===== config.mk =====
export PLATFORM = sky130hd
export DESIGN_NAME = mem_subsystem
export DESIGN_NICKNAME = d
export VERILOG_FILES = /design/src/common/mem_pkg.sv /design/src/common/sdram_pkg.sv /design/src/sdram/sdram_ctrl.sv /design/src/logic/memory_controller.sv /design/src/logic/mem_subsystem.sv
export SDC_FILE = /design/constraint.sdc
export NUM_CORES = 1
export LEC_CHECK = 0
export BUFFER_PORTS_ARGS = -buffer_cell sky130_fd_sc_hd__clkbuf_2
export CAP_MARGIN = 10
export CORE_MARGIN = 2
export CORE_UTILIZATION = 53
export DETAILED_ROUTE_END_ITERATION = 10
export GPL_ROUTABILITY_DRIVEN = 0
export GPL_TIMING_DRIVEN = 0
export PLACE_DENSITY_LB_ADDON = 0.15
export SYNTH_ARGS = -nofsm -noshare
export SYNTH_HDL_FRONTEND = slang
export SYNTH_SLANG_ARGS = --single-unit

===== constraint.sdc =====
create_clock -name clk -period 6.9 [get_ports clk]
set_input_delay 0.69 -clock clk [delete_from_list [all_inputs] [get_ports clk]]
set_output_delay 0.69 -clock clk [all_outputs]
set_load 0.005 [all_outputs]

===== src/common/mem_pkg.sv =====
// Host-side definitions shared by the front end and the command engine.
// Covers the request bundle, the host word and address layout and the
// fixed read latency the front end counts against.
package mem_pkg;

    typedef logic [22:0] mem_addr_t;    // one host word per address
    typedef logic [31:0] mem_data_t;
    typedef logic [3:0]  mem_mask_t;    // set bit keeps that byte unwritten
    typedef logic [19:0] wr_count_t;

    // host address split
    localparam int ADDR_BANK_LSB = 21;  // bits 22:21
    localparam int ADDR_ROW_LSB  = 10;  // bits 20:10
    localparam int ADDR_COL_LSB  = 0;   // bits 7:0, bits 9:8 unused

    // one host request, strobes plus payload
    typedef struct packed {
        logic      read_a;
        logic      read_b;
        logic      write;
        logic      refresh;
        mem_addr_t addr;
        mem_data_t din;
        mem_mask_t mask;
    } mem_req_t;

    // accept edge to dout update
    // 1 (start) + T_RCD + CAS latency + 1 (capture) with T_RCD = CL = 2
    localparam int READ_LATENCY = 6;

endpackage


===== src/common/sdram_pkg.sv =====
// SDRAM device definitions: address field types, command encoding,
// the command-side pin bundle and the timing constants in clk cycles.
// Commands are encoded as {cs_n, ras_n, cas_n, we_n}.
package sdram_pkg;

    typedef logic [10:0] sdram_row_t;   // multiplexed address bus
    typedef logic [1:0]  sdram_bank_t;
    typedef logic [7:0]  sdram_col_t;

    typedef enum logic [3:0] {
        CMD_NOP       = 4'b0111,
        CMD_ACTIVE    = 4'b0011,
        CMD_READ      = 4'b0101,
        CMD_WRITE     = 4'b0100,
        CMD_PRECHARGE = 4'b0010,
        CMD_REFRESH   = 4'b0001,
        CMD_LOAD_MODE = 4'b0000
    } sdram_cmd_e;

    // field order matches the packed pin vector driven by the engine
    typedef struct packed {
        logic        cke;
        logic        cs_n;
        logic        ras_n;
        logic        cas_n;
        logic        we_n;
        sdram_bank_t ba;
        sdram_row_t  a;
        logic [3:0]  dqm;
    } sdram_pins_t;

    localparam int AP_BIT = 10;         // auto precharge / precharge all

    localparam int T_RCD       = 2;     // active to read or write
    localparam int CAS_LATENCY = 2;
    localparam int T_RC        = 7;     // refresh cycle
    localparam int T_WR_PRE    = 4;     // write recovery plus precharge
    localparam int T_RP        = 2;
    localparam int T_MRD       = 2;

    // write burst mode, op mode, CAS latency 2, sequential, burst length 1
    localparam sdram_row_t MODE_WORD = {1'b0, 1'b0, 2'b00, 3'b010, 1'b0, 3'b000};

endpackage


===== src/sdram/sdram_ctrl.sv =====
`timescale 1ns/1ps
// SDRAM command engine. After reset it runs the power-up sequence, then
// turns each start pulse into ACTIVE + READ/WRITE with auto precharge or
// into one AUTO REFRESH. The device clock is the inverted clk.
module sdram_ctrl #(
    parameter int INIT_CYCLES = 10000               // power-up wait in clk cycles
) (
    input  logic                   clk,
    input  logic                   resetn,
    input  logic                   start,
    input  mem_pkg::mem_req_t      req,
    input  mem_pkg::mem_data_t     dq_in,
    output logic                   eng_busy,
    output mem_pkg::mem_data_t     rd_data,
    output logic                   rd_valid,
    output sdram_pkg::sdram_pins_t pins,
    output logic                   sdram_clk,
    output mem_pkg::mem_data_t     dq_out,
    output logic                   dq_oe
);
    import mem_pkg::*;
    import sdram_pkg::*;

    localparam int WAIT_MAX = (INIT_CYCLES > T_RC) ? INIT_CYCLES : T_RC;
    localparam int WAIT_W   = $clog2(WAIT_MAX + 1);

    typedef enum logic [3:0] {
        ST_POWERUP,
        ST_INIT_PRE,
        ST_INIT_REF,
        ST_INIT_MRS,
        ST_IDLE,
        ST_RCD,
        ST_READ_CL,
        ST_WRITE_REC,
        ST_REFRESH
    } state_e;

    state_e            state;
    logic [WAIT_W-1:0] wait_cnt;
    logic              wait_done;
    logic              second_ref;                  // init runs two refreshes
    sdram_cmd_e        cmd;
    sdram_bank_t       ba;
    sdram_row_t        a;
    logic [3:0]        dqm;
    sdram_col_t        col;

    assign wait_done = (wait_cnt == '0);
    assign col       = req.addr[ADDR_COL_LSB +: $bits(sdram_col_t)];

    // start counts as busy so the front end never sees a gap
    assign eng_busy  = start || (state != ST_IDLE);
    assign sdram_clk = ~clk;                        // device samples mid-cycle
    assign pins      = {1'b1, cmd, ba, a, dqm};

    always_ff @(posedge clk) begin
        if (!resetn) begin
            state      <= ST_POWERUP;
            wait_cnt   <= WAIT_W'(INIT_CYCLES);
            second_ref <= 1'b0;
            cmd        <= CMD_NOP;
            ba         <= '0;
            a          <= '0;
            dqm        <= '0;
            dq_oe      <= 1'b0;
            rd_valid   <= 1'b0;
        end else begin
            cmd      <= CMD_NOP;                    // one-cycle commands
            dqm      <= '0;
            dq_oe    <= 1'b0;
            rd_valid <= 1'b0;
            if (!wait_done) begin
                wait_cnt <= wait_cnt - 1'b1;
            end

            case (state)
                ST_POWERUP: begin
                    if (wait_done) begin
                        cmd      <= CMD_PRECHARGE;
                        a        <= sdram_row_t'(1) << AP_BIT;   // all banks
                        wait_cnt <= WAIT_W'(T_RP - 1);
                        state    <= ST_INIT_PRE;
                    end
                end
                ST_INIT_PRE: begin
                    if (wait_done) begin
                        cmd        <= CMD_REFRESH;
                        wait_cnt   <= WAIT_W'(T_RC - 1);
                        second_ref <= 1'b0;
                        state      <= ST_INIT_REF;
                    end
                end
                ST_INIT_REF: begin
                    if (wait_done && !second_ref) begin
                        cmd        <= CMD_REFRESH;
                        wait_cnt   <= WAIT_W'(T_RC - 1);
                        second_ref <= 1'b1;
                    end else if (wait_done) begin
                        cmd      <= CMD_LOAD_MODE;
                        ba       <= '0;
                        a        <= MODE_WORD;
                        wait_cnt <= WAIT_W'(T_MRD - 1);
                        state    <= ST_INIT_MRS;
                    end
                end
                ST_INIT_MRS: begin
                    if (wait_done) begin
                        state <= ST_IDLE;
                    end
                end
                ST_IDLE: begin
                    if (start && (req.read_a || req.read_b || req.write)) begin
                        cmd      <= CMD_ACTIVE;
                        ba       <= req.addr[ADDR_BANK_LSB +: $bits(sdram_bank_t)];
                        a        <= req.addr[ADDR_ROW_LSB +: $bits(sdram_row_t)];
                        wait_cnt <= WAIT_W'(T_RCD - 1);
                        state    <= ST_RCD;
                    end else if (start) begin
                        cmd      <= CMD_REFRESH;
                        wait_cnt <= WAIT_W'(T_RC - 1);
                        state    <= ST_REFRESH;
                    end
                end
                ST_RCD: begin
                    if (wait_done) begin
                        a <= sdram_row_t'(col) | (sdram_row_t'(1) << AP_BIT);
                        if (req.write) begin
                            cmd      <= CMD_WRITE;
                            dq_out   <= req.din;
                            dq_oe    <= 1'b1;       // only in the write cycle
                            dqm      <= req.mask;
                            wait_cnt <= WAIT_W'(T_WR_PRE - 1);
                            state    <= ST_WRITE_REC;
                        end else begin
                            cmd      <= CMD_READ;
                            wait_cnt <= WAIT_W'(CAS_LATENCY);  // capture CL+1 edges later
                            state    <= ST_READ_CL;
                        end
                    end
                end
                ST_READ_CL: begin
                    if (wait_done) begin
                        rd_data  <= dq_in;
                        rd_valid <= 1'b1;
                        state    <= ST_IDLE;
                    end
                end
                ST_WRITE_REC: begin
                    if (wait_done) begin
                        state <= ST_IDLE;
                    end
                end
                ST_REFRESH: begin
                    if (wait_done) begin
                        state <= ST_IDLE;
                    end
                end
                default: begin
                    state <= ST_IDLE;
                end
            endcase
        end
    end

endmodule


===== src/logic/memory_controller.sv =====
`timescale 1ns/1ps
// Host-facing front end. Takes one strobe at a time while idle, forwards it
// to the command engine and holds busy until it completes. Keeps a last-read
// word per read port, a sticky fail flag and a completed-write counter.
module memory_controller (
    input  logic               clk,
    input  logic               resetn,
    input  mem_pkg::mem_req_t  req,
    input  logic               eng_busy,
    input  mem_pkg::mem_data_t rd_data,
    input  logic               rd_valid,
    output logic               start,
    output mem_pkg::mem_req_t  eng_req,
    output mem_pkg::mem_data_t dout_a,
    output mem_pkg::mem_data_t dout_b,
    output logic               busy,
    output logic               mem_initialized,
    output logic               fail,
    output mem_pkg::wr_count_t total_written
);
    import mem_pkg::*;

    localparam int LAT_W = $clog2(READ_LATENCY + 1);

    typedef enum logic [2:0] {
        ST_INIT,
        ST_IDLE,
        ST_READ,
        ST_WRITE,
        ST_REFRESH
    } state_e;

    state_e           state;
    logic [LAT_W-1:0] lat_cnt;                      // cycles since accept
    logic             port_a;
    logic             port_b;
    logic             rd_seen;                      // rd_valid seen for this read
    logic             rd_check;
    logic             any_strobe;
    mem_req_t         next_req;
    mem_data_t        da;
    mem_data_t        db;

    assign any_strobe = req.read_a || req.read_b || req.write || req.refresh;

    // read beats write, write beats refresh
    always_comb begin
        next_req = req;
        if (req.read_a || req.read_b) begin
            next_req.write   = 1'b0;
            next_req.refresh = 1'b0;
        end else if (req.write) begin
            next_req.refresh = 1'b0;
        end
    end

    always_ff @(posedge clk) begin
        if (!resetn) begin
            state           <= ST_INIT;
            mem_initialized <= 1'b0;
            fail            <= 1'b0;
            total_written   <= '0;
            start           <= 1'b0;
            lat_cnt         <= '0;
            port_a          <= 1'b0;
            port_b          <= 1'b0;
            rd_seen         <= 1'b0;
            rd_check        <= 1'b0;
        end else begin
            start    <= 1'b0;
            rd_check <= 1'b0;
            rd_seen  <= rd_seen || rd_valid;
            // engine data lands on the completion edge, so check one edge later
            if (rd_check && !(rd_seen || rd_valid)) begin
                fail <= 1'b1;
            end

            case (state)
                ST_INIT: begin
                    if (!eng_busy) begin
                        mem_initialized <= 1'b1;
                        state           <= ST_IDLE;
                    end
                end
                ST_IDLE: begin
                    if (any_strobe) begin
                        start   <= 1'b1;
                        eng_req <= next_req;
                        port_a  <= next_req.read_a;
                        port_b  <= next_req.read_b;
                        lat_cnt <= LAT_W'(1);
                        rd_seen <= 1'b0;
                        if (next_req.read_a || next_req.read_b) begin
                            state <= ST_READ;
                        end else if (next_req.write) begin
                            state <= ST_WRITE;
                        end else begin
                            state <= ST_REFRESH;
                        end
                    end
                end
                ST_READ: begin
                    lat_cnt <= lat_cnt + 1'b1;
                    if (lat_cnt == LAT_W'(READ_LATENCY)) begin
                        rd_check <= 1'b1;
                        state    <= ST_IDLE;
                    end
                end
                ST_WRITE: begin
                    if (!eng_busy) begin
                        total_written <= total_written + 1'b1;
                        state         <= ST_IDLE;
                    end
                end
                ST_REFRESH: begin
                    if (!eng_busy) begin
                        state <= ST_IDLE;
                    end
                end
                default: begin
                    state <= ST_IDLE;
                end
            endcase
        end
    end

    // each port keeps its last word, only its own reads replace it
    always_ff @(posedge clk) begin
        if (rd_valid && port_a) begin
            da <= rd_data;
        end
        if (rd_valid && port_b) begin
            db <= rd_data;
        end
    end

    assign dout_a = (rd_valid && port_a) ? rd_data : da;   // bypass on capture cycle
    assign dout_b = (rd_valid && port_b) ? rd_data : db;
    assign busy   = (state != ST_IDLE);

endmodule


===== src/logic/mem_subsystem.sv =====
`timescale 1ns/1ps
// Top level of the SDRAM subsystem: host front end plus command engine.
// The DQ tristate is left to a board wrapper via dq_out, dq_oe and dq_in.
module mem_subsystem #(
    parameter int INIT_CYCLES = 10000
) (
    input  logic                   clk,
    input  logic                   resetn,
    input  mem_pkg::mem_req_t      req,
    input  mem_pkg::mem_data_t     dq_in,
    output mem_pkg::mem_data_t     dout_a,
    output mem_pkg::mem_data_t     dout_b,
    output logic                   busy,
    output logic                   mem_initialized,
    output logic                   fail,
    output mem_pkg::wr_count_t     total_written,
    output sdram_pkg::sdram_pins_t pins,
    output logic                   sdram_clk,
    output mem_pkg::mem_data_t     dq_out,
    output logic                   dq_oe
);
    import mem_pkg::*;

    logic      start;
    mem_req_t  eng_req;
    logic      eng_busy;
    mem_data_t rd_data;
    logic      rd_valid;

    memory_controller u_memory_controller (
        .clk             (clk),
        .resetn          (resetn),
        .req             (req),
        .eng_busy        (eng_busy),
        .rd_data         (rd_data),
        .rd_valid        (rd_valid),
        .start           (start),
        .eng_req         (eng_req),
        .dout_a          (dout_a),
        .dout_b          (dout_b),
        .busy            (busy),
        .mem_initialized (mem_initialized),
        .fail            (fail),
        .total_written   (total_written)
    );

    sdram_ctrl #(
        .INIT_CYCLES (INIT_CYCLES)
    ) u_sdram_ctrl (
        .clk       (clk),
        .resetn    (resetn),
        .start     (start),
        .req       (eng_req),
        .dq_in     (dq_in),
        .eng_busy  (eng_busy),
        .rd_data   (rd_data),
        .rd_valid  (rd_valid),
        .pins      (pins),
        .sdram_clk (sdram_clk),
        .dq_out    (dq_out),
        .dq_oe     (dq_oe)
    );

endmodule


==> flow_metrics.py, run 1 <==
metrics = {
    "run_status": {
        "outcome": "completed",
    },
    "layout": {
        "fillers": 1366,
        "area_delta_synth_final_pct": 25.97,
        "antennaDiodeCount": 0,
        "regArea_sq_um": 6486,
        "multi_input_area_sq_um": 2861,
        "drive_above_1_share_pct": 36.83,
        "final_cells": 1220,
        "layout.nets": 1074,
    },
    "grt": {
        "grt_pass1_vias": 6463,
        "met2_usage_pct": 33.09,
        "gr-usage-all-layers_pct": 20.54,
        "met3_usage_pct": 6.997,
        "busiest_layer": "met2",
        "grt-ovfl-total": 0,
        "antenna_found_initial": 0,
        "grt_first_pass_wirelength_microns": 32260,
        "met1_usage_pct": 25.83,
        "grt_start_max_net_pins": 36,
    },
    "flow_run": {
        "maxCapViolCount": 0,
    },
    "cts": {
        "postCtsHoldBufs": 0,
        "cts_resized": 0,
        "post_cts_buffers": 0,
        "root_buffer": "clkbuf_16",
        "clk_path_buf_depth": 3,
        "clk_pin_slew_ns": 0.06,
        "cts_tree": "built",
        "clock_latency_ns": 0.52,
        "numCtsBuffers": 27,
        "cts_max_level": 1,
    },
    "placed_design": {
        "post-dp-hpwl_microns": 14330,
        "io_buffers": 234,
        "dpl.cell_count": 1171,
        "preCtsSetupSlack_ns": 2.639,
    },
    "synthesis": {
        "synth-seq-area-share_pct": 68.10,
        "syn_area_per_cell_sq_um": 13.59,
        "async_reset_ff_share_pct": 0,
        "synth_warnings": 0,
        "synthCells": 701,
        "syn_area_sq_um": 9524,
        "synth-edff-count": 124,
        "syn_nets": 804,
        "synth.distinct_cells": 65,
        "synth-seq-cells": 262,
        "synth_top_flop_cell": "dfxtp_1",
    },
    "floorplan": {
        "start_util_pct": 53.57,
        "coreArea_sq_um": 17780,
        "die-area_sq_um": 19060,
        "die_width_microns": 138.1,
        "num_rows": 49,
        "ios": 240,
        "fp.dieH_microns": 138.1,
    },
    "detailed_routing": {
        "first_iter_violations": 469,
        "vias": 6408,
        "wire_per_inst_microns": 16.50,
        "via_per_inst": 5.252,
        "drc_errors": 0,
        "wirelength_microns": 20140,
        "ant_nets": 0,
        "firstDrtPassIters": 5,
    },
    "worst_setup_path": {
        "required_ns": 6.21,
        "cp_top_family": "buffers and inverters",
        "slowest_delay_ns": 0.20,
        "path_class": "clk2out",
        "worstPathMaxFanout": 14,
        "crit_path_cell_trace": "clkbuf_16, clkbuf_16, clkbuf_16, inv_1, clkbuf_2",
        "worstSetupEndpointType": "output port",
        "cp_common_cell": "clkbuf_16",
        "startpoint_type": "clock port",
        "slowest_stage": "clkbuf_16",
        "critPathBufInv": 5,
        "cp.arrival_ns": 4.11,
    },
    "sta": {
        "relSlewSlack_pct": 28.03,
        "skew_ns": 0.01353,
        "setup_ws_ns": 2.098,
        "worst_pin_slew_ns": 1.071,
        "rsz0062_at_grt": "false",
        "fin_hold_ws_ns": 0.3429,
        "final_hold_viol_count": 0,
        "drv_slew": 0,
        "setup_tns_ns": 0,
        "final-setup-viol-count": 0,
    },
    "min_path": {
        "hold_path.class": "in2reg",
    },
    "power": {
        "p_leak_uw": 0.004871,
        "pwr_density_cell_nw_per_um2": 273.6,
        "peakVddDrop_v": 0.0002470,
        "power_uw": 3283,
    },
}
## state kept, by name, summed over array words and instances (netlist names), 2 cells and up
register                           count
u_memory_controller.eng_req           60
u_memory_controller.da                32
u_memory_controller.db                32
u_sdram_ctrl.dq_out                   32
u_sdram_ctrl.rd_data                  32
u_memory_controller.total_written     20
u_sdram_ctrl.wait_cnt                 14
u_sdram_ctrl.a                        11
u_sdram_ctrl.dqm                       4
u_sdram_ctrl.state                     4
u_memory_controller.lat_cnt            3
u_memory_controller.state              3
u_sdram_ctrl.cmd                       3
u_sdram_ctrl.ba                        2
## layer usage
layer,vias up,routed length (microns)
met2,296,9079
met3,68,1854
met5,-,0
met4,0,778
met1,2940,8423
li1,3104,-
## layout by cell type, fill, tap and decap left out, drive strengths merged, types with 11 or more instances in the layout
master	n
a21oi	19
nor2b	11
inv	11
nand2	46
nand4	14
nand3	13
nor4	11
mux2	64
nor2	28
and2	30
edfxtp	124
buf	20
o21ai	28
nor3	11
xnor2	23
clkbuf	290
dfxtp	138
## path summary, 6_finish.rpt
path / start / to / slack (ns) / cells after the start
max: clk / sdram_clk / 2.10 / 5
min: req[16] / u_memory_controller.eng_req[16] / 0.34 / 1
max reg2reg: u_sdram_ctrl.wait_cnt[0] / u_sdram_ctrl.rd_data[0] / 3.35 / 11
min reg2reg: u_memory_controller.eng_req[15] / u_sdram_ctrl.dq_out[11] / 0.41 / 0
## synthesized netlist by cell type (all sizes together), types with 3 or more instances
| master | instances | area [sq um] |
|---|---|---|
| a211oi | 5 | 42.54 |
| a21boi | 5 | 37.54 |
| a21oi | 19 | 95.09 |
| a22oi | 7 | 52.55 |
| and2 | 30 | 187.7 |
| and3 | 3 | 18.77 |
| buf | 13 | 72.56 |
| clkbuf | 20 | 75.07 |
| dfxtp | 138 | 2763 |
| edfxtp | 124 | 3724 |
| ha | 6 | 75.07 |
| inv | 10 | 40.04 |
| mux2 | 64 | 720.7 |
| mux2i | 5 | 50.05 |
| nand2 | 46 | 172.7 |
| nand2b | 8 | 50.05 |
| nand3 | 13 | 65.06 |
| nand4 | 14 | 87.58 |
| nand4b | 3 | 26.28 |
| nor2 | 28 | 105.1 |
| nor2b | 11 | 68.82 |
| nor3 | 11 | 55.05 |
| nor3b | 3 | 22.52 |
| nor4 | 11 | 111.4 |
| o211a | 7 | 70.07 |
| o21ai | 28 | 140.1 |
| o2bb2ai | 4 | 35.03 |
| o31ai | 3 | 22.52 |
| or3 | 3 | 18.77 |
| xnor2 | 23 | 201.4 |
## through the flow
stage	util [%]	cell area, sq um
2_1_floorplan	-	9524
3_3_place_gp	61.77	10980
3_5_place_dp	62.31	11080
4_1_cts	67.48	12000
5_1_grt	67.48	12000
6_report	67.48	12000
## final cells by class
type | instances | area share [%]
multi-input combinational | 395 | 23.85
tap | 229 | 2.388
clock inverter | 14 | 1.439
sequential | 262 | 54.06
inverter | 10 | 0.3337
clock buffer | 37 | 6.299
timing repair buffer | 240 | 10.40
buffer | 33 | 1.231
## where the power goes
| part | internal (uW) | switching [uW] |
|---|---|---|
| sequential | 1650 | 16.3 |
| combinational | 54.4 | 67.0 |
| clock | 917 | 576 |
| total | 2620 | 659 |
## logic make-up (layout without fill, tap and decap cells)
group                    after synthesis  after routing  share of synthesized area (%)
AO/OA/AOI/OAI                        101            101                          7.488
XOR/XNOR                              25             25                          2.299
adder cells (fa/ha/maj)                6              6                         0.7882
buffers and inverters                 44            334                          2.010
flip-flops                           262            262                          68.10
multiplexers                          69             69                          8.092
other                                  2              2                        0.07885
AND/OR/NAND/NOR                      192            192                          11.14
Power figures use the tool's default switching activity.
==> inputs of run 2 (changes only) <==
--- a/config.mk
+++ b/config.mk
@@ -5,10 +5,11 @@
 export SDC_FILE = /design/constraint.sdc
 export NUM_CORES = 1
 export LEC_CHECK = 0
+export ABC_AREA = 1
 export BUFFER_PORTS_ARGS = -buffer_cell sky130_fd_sc_hd__clkbuf_2
 export CAP_MARGIN = 10
 export CORE_MARGIN = 2
-export CORE_UTILIZATION = 53
+export CORE_UTILIZATION = 48
 export DETAILED_ROUTE_END_ITERATION = 10
 export GPL_ROUTABILITY_DRIVEN = 0
 export GPL_TIMING_DRIVEN = 0
==> constraint.sdc (replaced) <==
create_clock -name clk -period 4.3 [get_ports clk]
set_input_delay 0.43 -clock clk [delete_from_list [all_inputs] [get_ports clk]]
set_output_delay 0.43 -clock clk [all_outputs]
set_load 0.005 [all_outputs]
==> run 2 against run 1 <==
Setup slack worse by 1.1 ns; flip-flop and latch count unchanged; non-clock buffer count shrank 8; largest cell class unchanged.
==> flow_metrics.py, run 2 <==
metrics = {
    "synthesis": {
        "synth.distinct_cells": 38,
        "synth_top_flop_cell": "dfxtp_1",
        "yosysMostFrequentCell": "nand2_1",
        "yosysTopAreaCell": "edfxtp_1",
        "synthCells": 984,
        "synth_commonest_cells": "nand2_1, dfxtp_1, edfxtp_1",
        "synth-edff-count": 124,
        "syn_area_sq_um": 9797,
        "async_reset_ff_share_pct": 0,
        "syn_nets": 1087,
        "syn_area_per_cell_sq_um": 9.956,
        "synth_warnings": 0,
        "netlist_top_cells_area": "edfxtp_1, dfxtp_1, nand2_1",
        "synth-seq-cells": 262,
        "synth_top_cell_area_share_pct": 38.01,
        "synth-seq-area-share_pct": 66.21,
    },
    "layout": {
        "area_delta_synth_final_pct": 25.47,
        "multi_input_area_sq_um": 2769,
        "final_cell_area_sq_um": 12290,
        "largest_reg_flops": 60,
        "final_cells": 1543,
        "regMostFlops": "u_memory_controller.eng_req",
        "layout_common_cells": "nand2_1, clkbuf_2, dfxtp_1",
        "utilization_pct": 61.14,
        "antennaDiodeCount": 0,
        "drive_above_1_share_pct": 26.16,
        "layout.nets": 1355,
        "regArea_sq_um": 6486,
        "fillers": 1706,
    },
    "cts": {
        "numCtsBuffers": 27,
        "clk_path_buf_depth": 3,
        "clk_pin_slew_ns": 0.06,
        "clock_latency_ns": 0.53,
        "postCtsHoldBufs": 0,
        "cts_tree": "built",
        "cts_max_level": 1,
        "post_cts_buffers": 0,
        "cts_resized": 0,
        "root_buffer": "clkbuf_16",
    },
    "floorplan": {
        "start_util_pct": 48.73,
        "fp.dieH_microns": 146.9,
        "die-area_sq_um": 21570,
        "ios": 240,
        "num_rows": 52,
        "die_width_microns": 146.9,
        "coreArea_sq_um": 20100,
    },
    "power": {
        "p_seq_share_pct": 52.2,
        "clkPwrFrac_pct": 42.6,
        "pwr_density_cell_nw_per_um2": 436.4,
        "peakVddDrop_v": 0.0002733,
        "p_sw_uw": 1169,
        "p_leak_uw": 0.005269,
        "internal_power_uw": 4194,
        "sw_frac_of_total_pct": 21.80,
        "comb_power_share_pct": 5.2,
    },
    "sta": {
        "final_hold_viol_count": 0,
        "setup_tns_ns": 0,
        "worst_pin_slew_ns": 0.8721,
        "skew_ns": 0.01065,
        "relSlewSlack_pct": 41.72,
        "drv_slew": 0,
        "rsz0062_at_grt": "false",
        "final-setup-viol-count": 0,
    },
    "placed_design": {
        "dpl.cell_count": 1492,
        "postPlaceCellArea_sq_um": 11380,
        "post-dp-hpwl_microns": 15170,
        "io_buffers": 235,
    },
    "grt": {
        "grt_first_pass_wirelength_microns": 34260,
        "antenna_found_initial": 0,
        "gr-usage-all-layers_pct": 19.44,
        "grt_start_max_net_pins": 35,
        "grt-ovfl-total": 0,
        "grt_pass1_vias": 6991,
    },
    "min_path": {
        "hold_path.class": "in2reg",
    },
    "run_status": {
        "outcome": "completed",
    },
    "worst_setup_path": {
        "required_ns": 3.87,
        "worstSetupEndpointType": "output port",
        "path_class": "clk2out",
        "startpoint_type": "clock port",
        "cp.arrival_ns": 2.83,
        "worstPathMaxFanout": 14,
    },
    "detailed_routing": {
        "first_iter_violations": 439,
        "ant_nets": 0,
        "wirelength_microns": 21150,
        "via_per_inst": 4.803,
        "firstDrtPassIters": 6,
        "drc_errors": 0,
        "wire_per_inst_microns": 13.71,
        "vias": 7411,
    },
    "flow_run": {
        "maxCapViolCount": 0,
    },
}
==> run 2: path summary, 6_finish.rpt <==
kind	from	to	slack (ns)	cells after the start
hold / removal	dq_in[23]	u_sdram_ctrl.rd_data[23]	0.07	1
setup / recovery	clk	sdram_clk	1.04	5
hold reg to reg	u_memory_controller.eng_req[24]	u_sdram_ctrl.dq_out[20]	0.42	0
setup reg to reg	u_sdram_ctrl.wait_cnt[0]	u_sdram_ctrl.rd_data[7]	1.70	9
==> run 2: area by class of cell <==
| class | count | share of cell area, % |
|---|---|---|
| sequential | 262 | 52.77 |
| clock inverter | 13 | 0.5802 |
| inverter | 112 | 3.420 |
| tap | 270 | 2.748 |
| buffer | 27 | 1.140 |
| multi-input combinational | 582 | 22.53 |
| clock buffer | 39 | 6.718 |
| timing repair buffer | 238 | 10.10 |
==> run 2: cells by family after synthesis <==
| logic type | Yosys count | share of synthesized area [%] |
|---|---|---|
| and+or+nand+nor | 435 | 19.04 |
| DFF | 262 | 66.21 |
| buffers and inverters | 140 | 5.760 |
| AOI/OAI and AO/OA | 128 | 7.165 |
| xor gates and xnor gates | 11 | 0.9834 |
| adders and majority gates | 6 | 0.7663 |
| other | 2 | 0.07666 |
==> run 2: through the flow <==
step,hold WS (ns),setup slack [ns],power (uW)
floorplan,0.4003,0.4506,3031
global placement,0.4002,-1.100,3139
detailed placement,0.4045,1.447,3148
CTS,0.05313,1.029,5427
global route,0.05261,1.010,5588
finish,0.07285,1.045,5364
==> run 2: worst max-delay path: stages <==
cell,delay (ns)
clkbuf_16,0.13
clkbuf_16,0.21
clkbuf_16,0.19
inv_1,0.05
clkbuf_2,0.10
==> run 2: power by group through the flow <==
stage | clock, uW | combinational (uW) | sequential, uW
floorplan | 5.32 | 182 | 2840
global placement | 13.4 | 267 | 2860
detailed placement | 13.4 | 282 | 2850
CTS | 2340 | 284 | 2800
global route | 2450 | 325 | 2810
finish | 2280 | 281 | 2800
==> run 2: per-layer routing <==
layer / track usage [%] / up-vias / wire length, microns
li1: - / 3750 / -
met1: 26.01 / 3374 / 9343
met2: 32.63 / 251 / 9924
met3: 3.634 / 36 / 1474
met4: 5.485 / 0 / 406
met5: 0 / - / 0
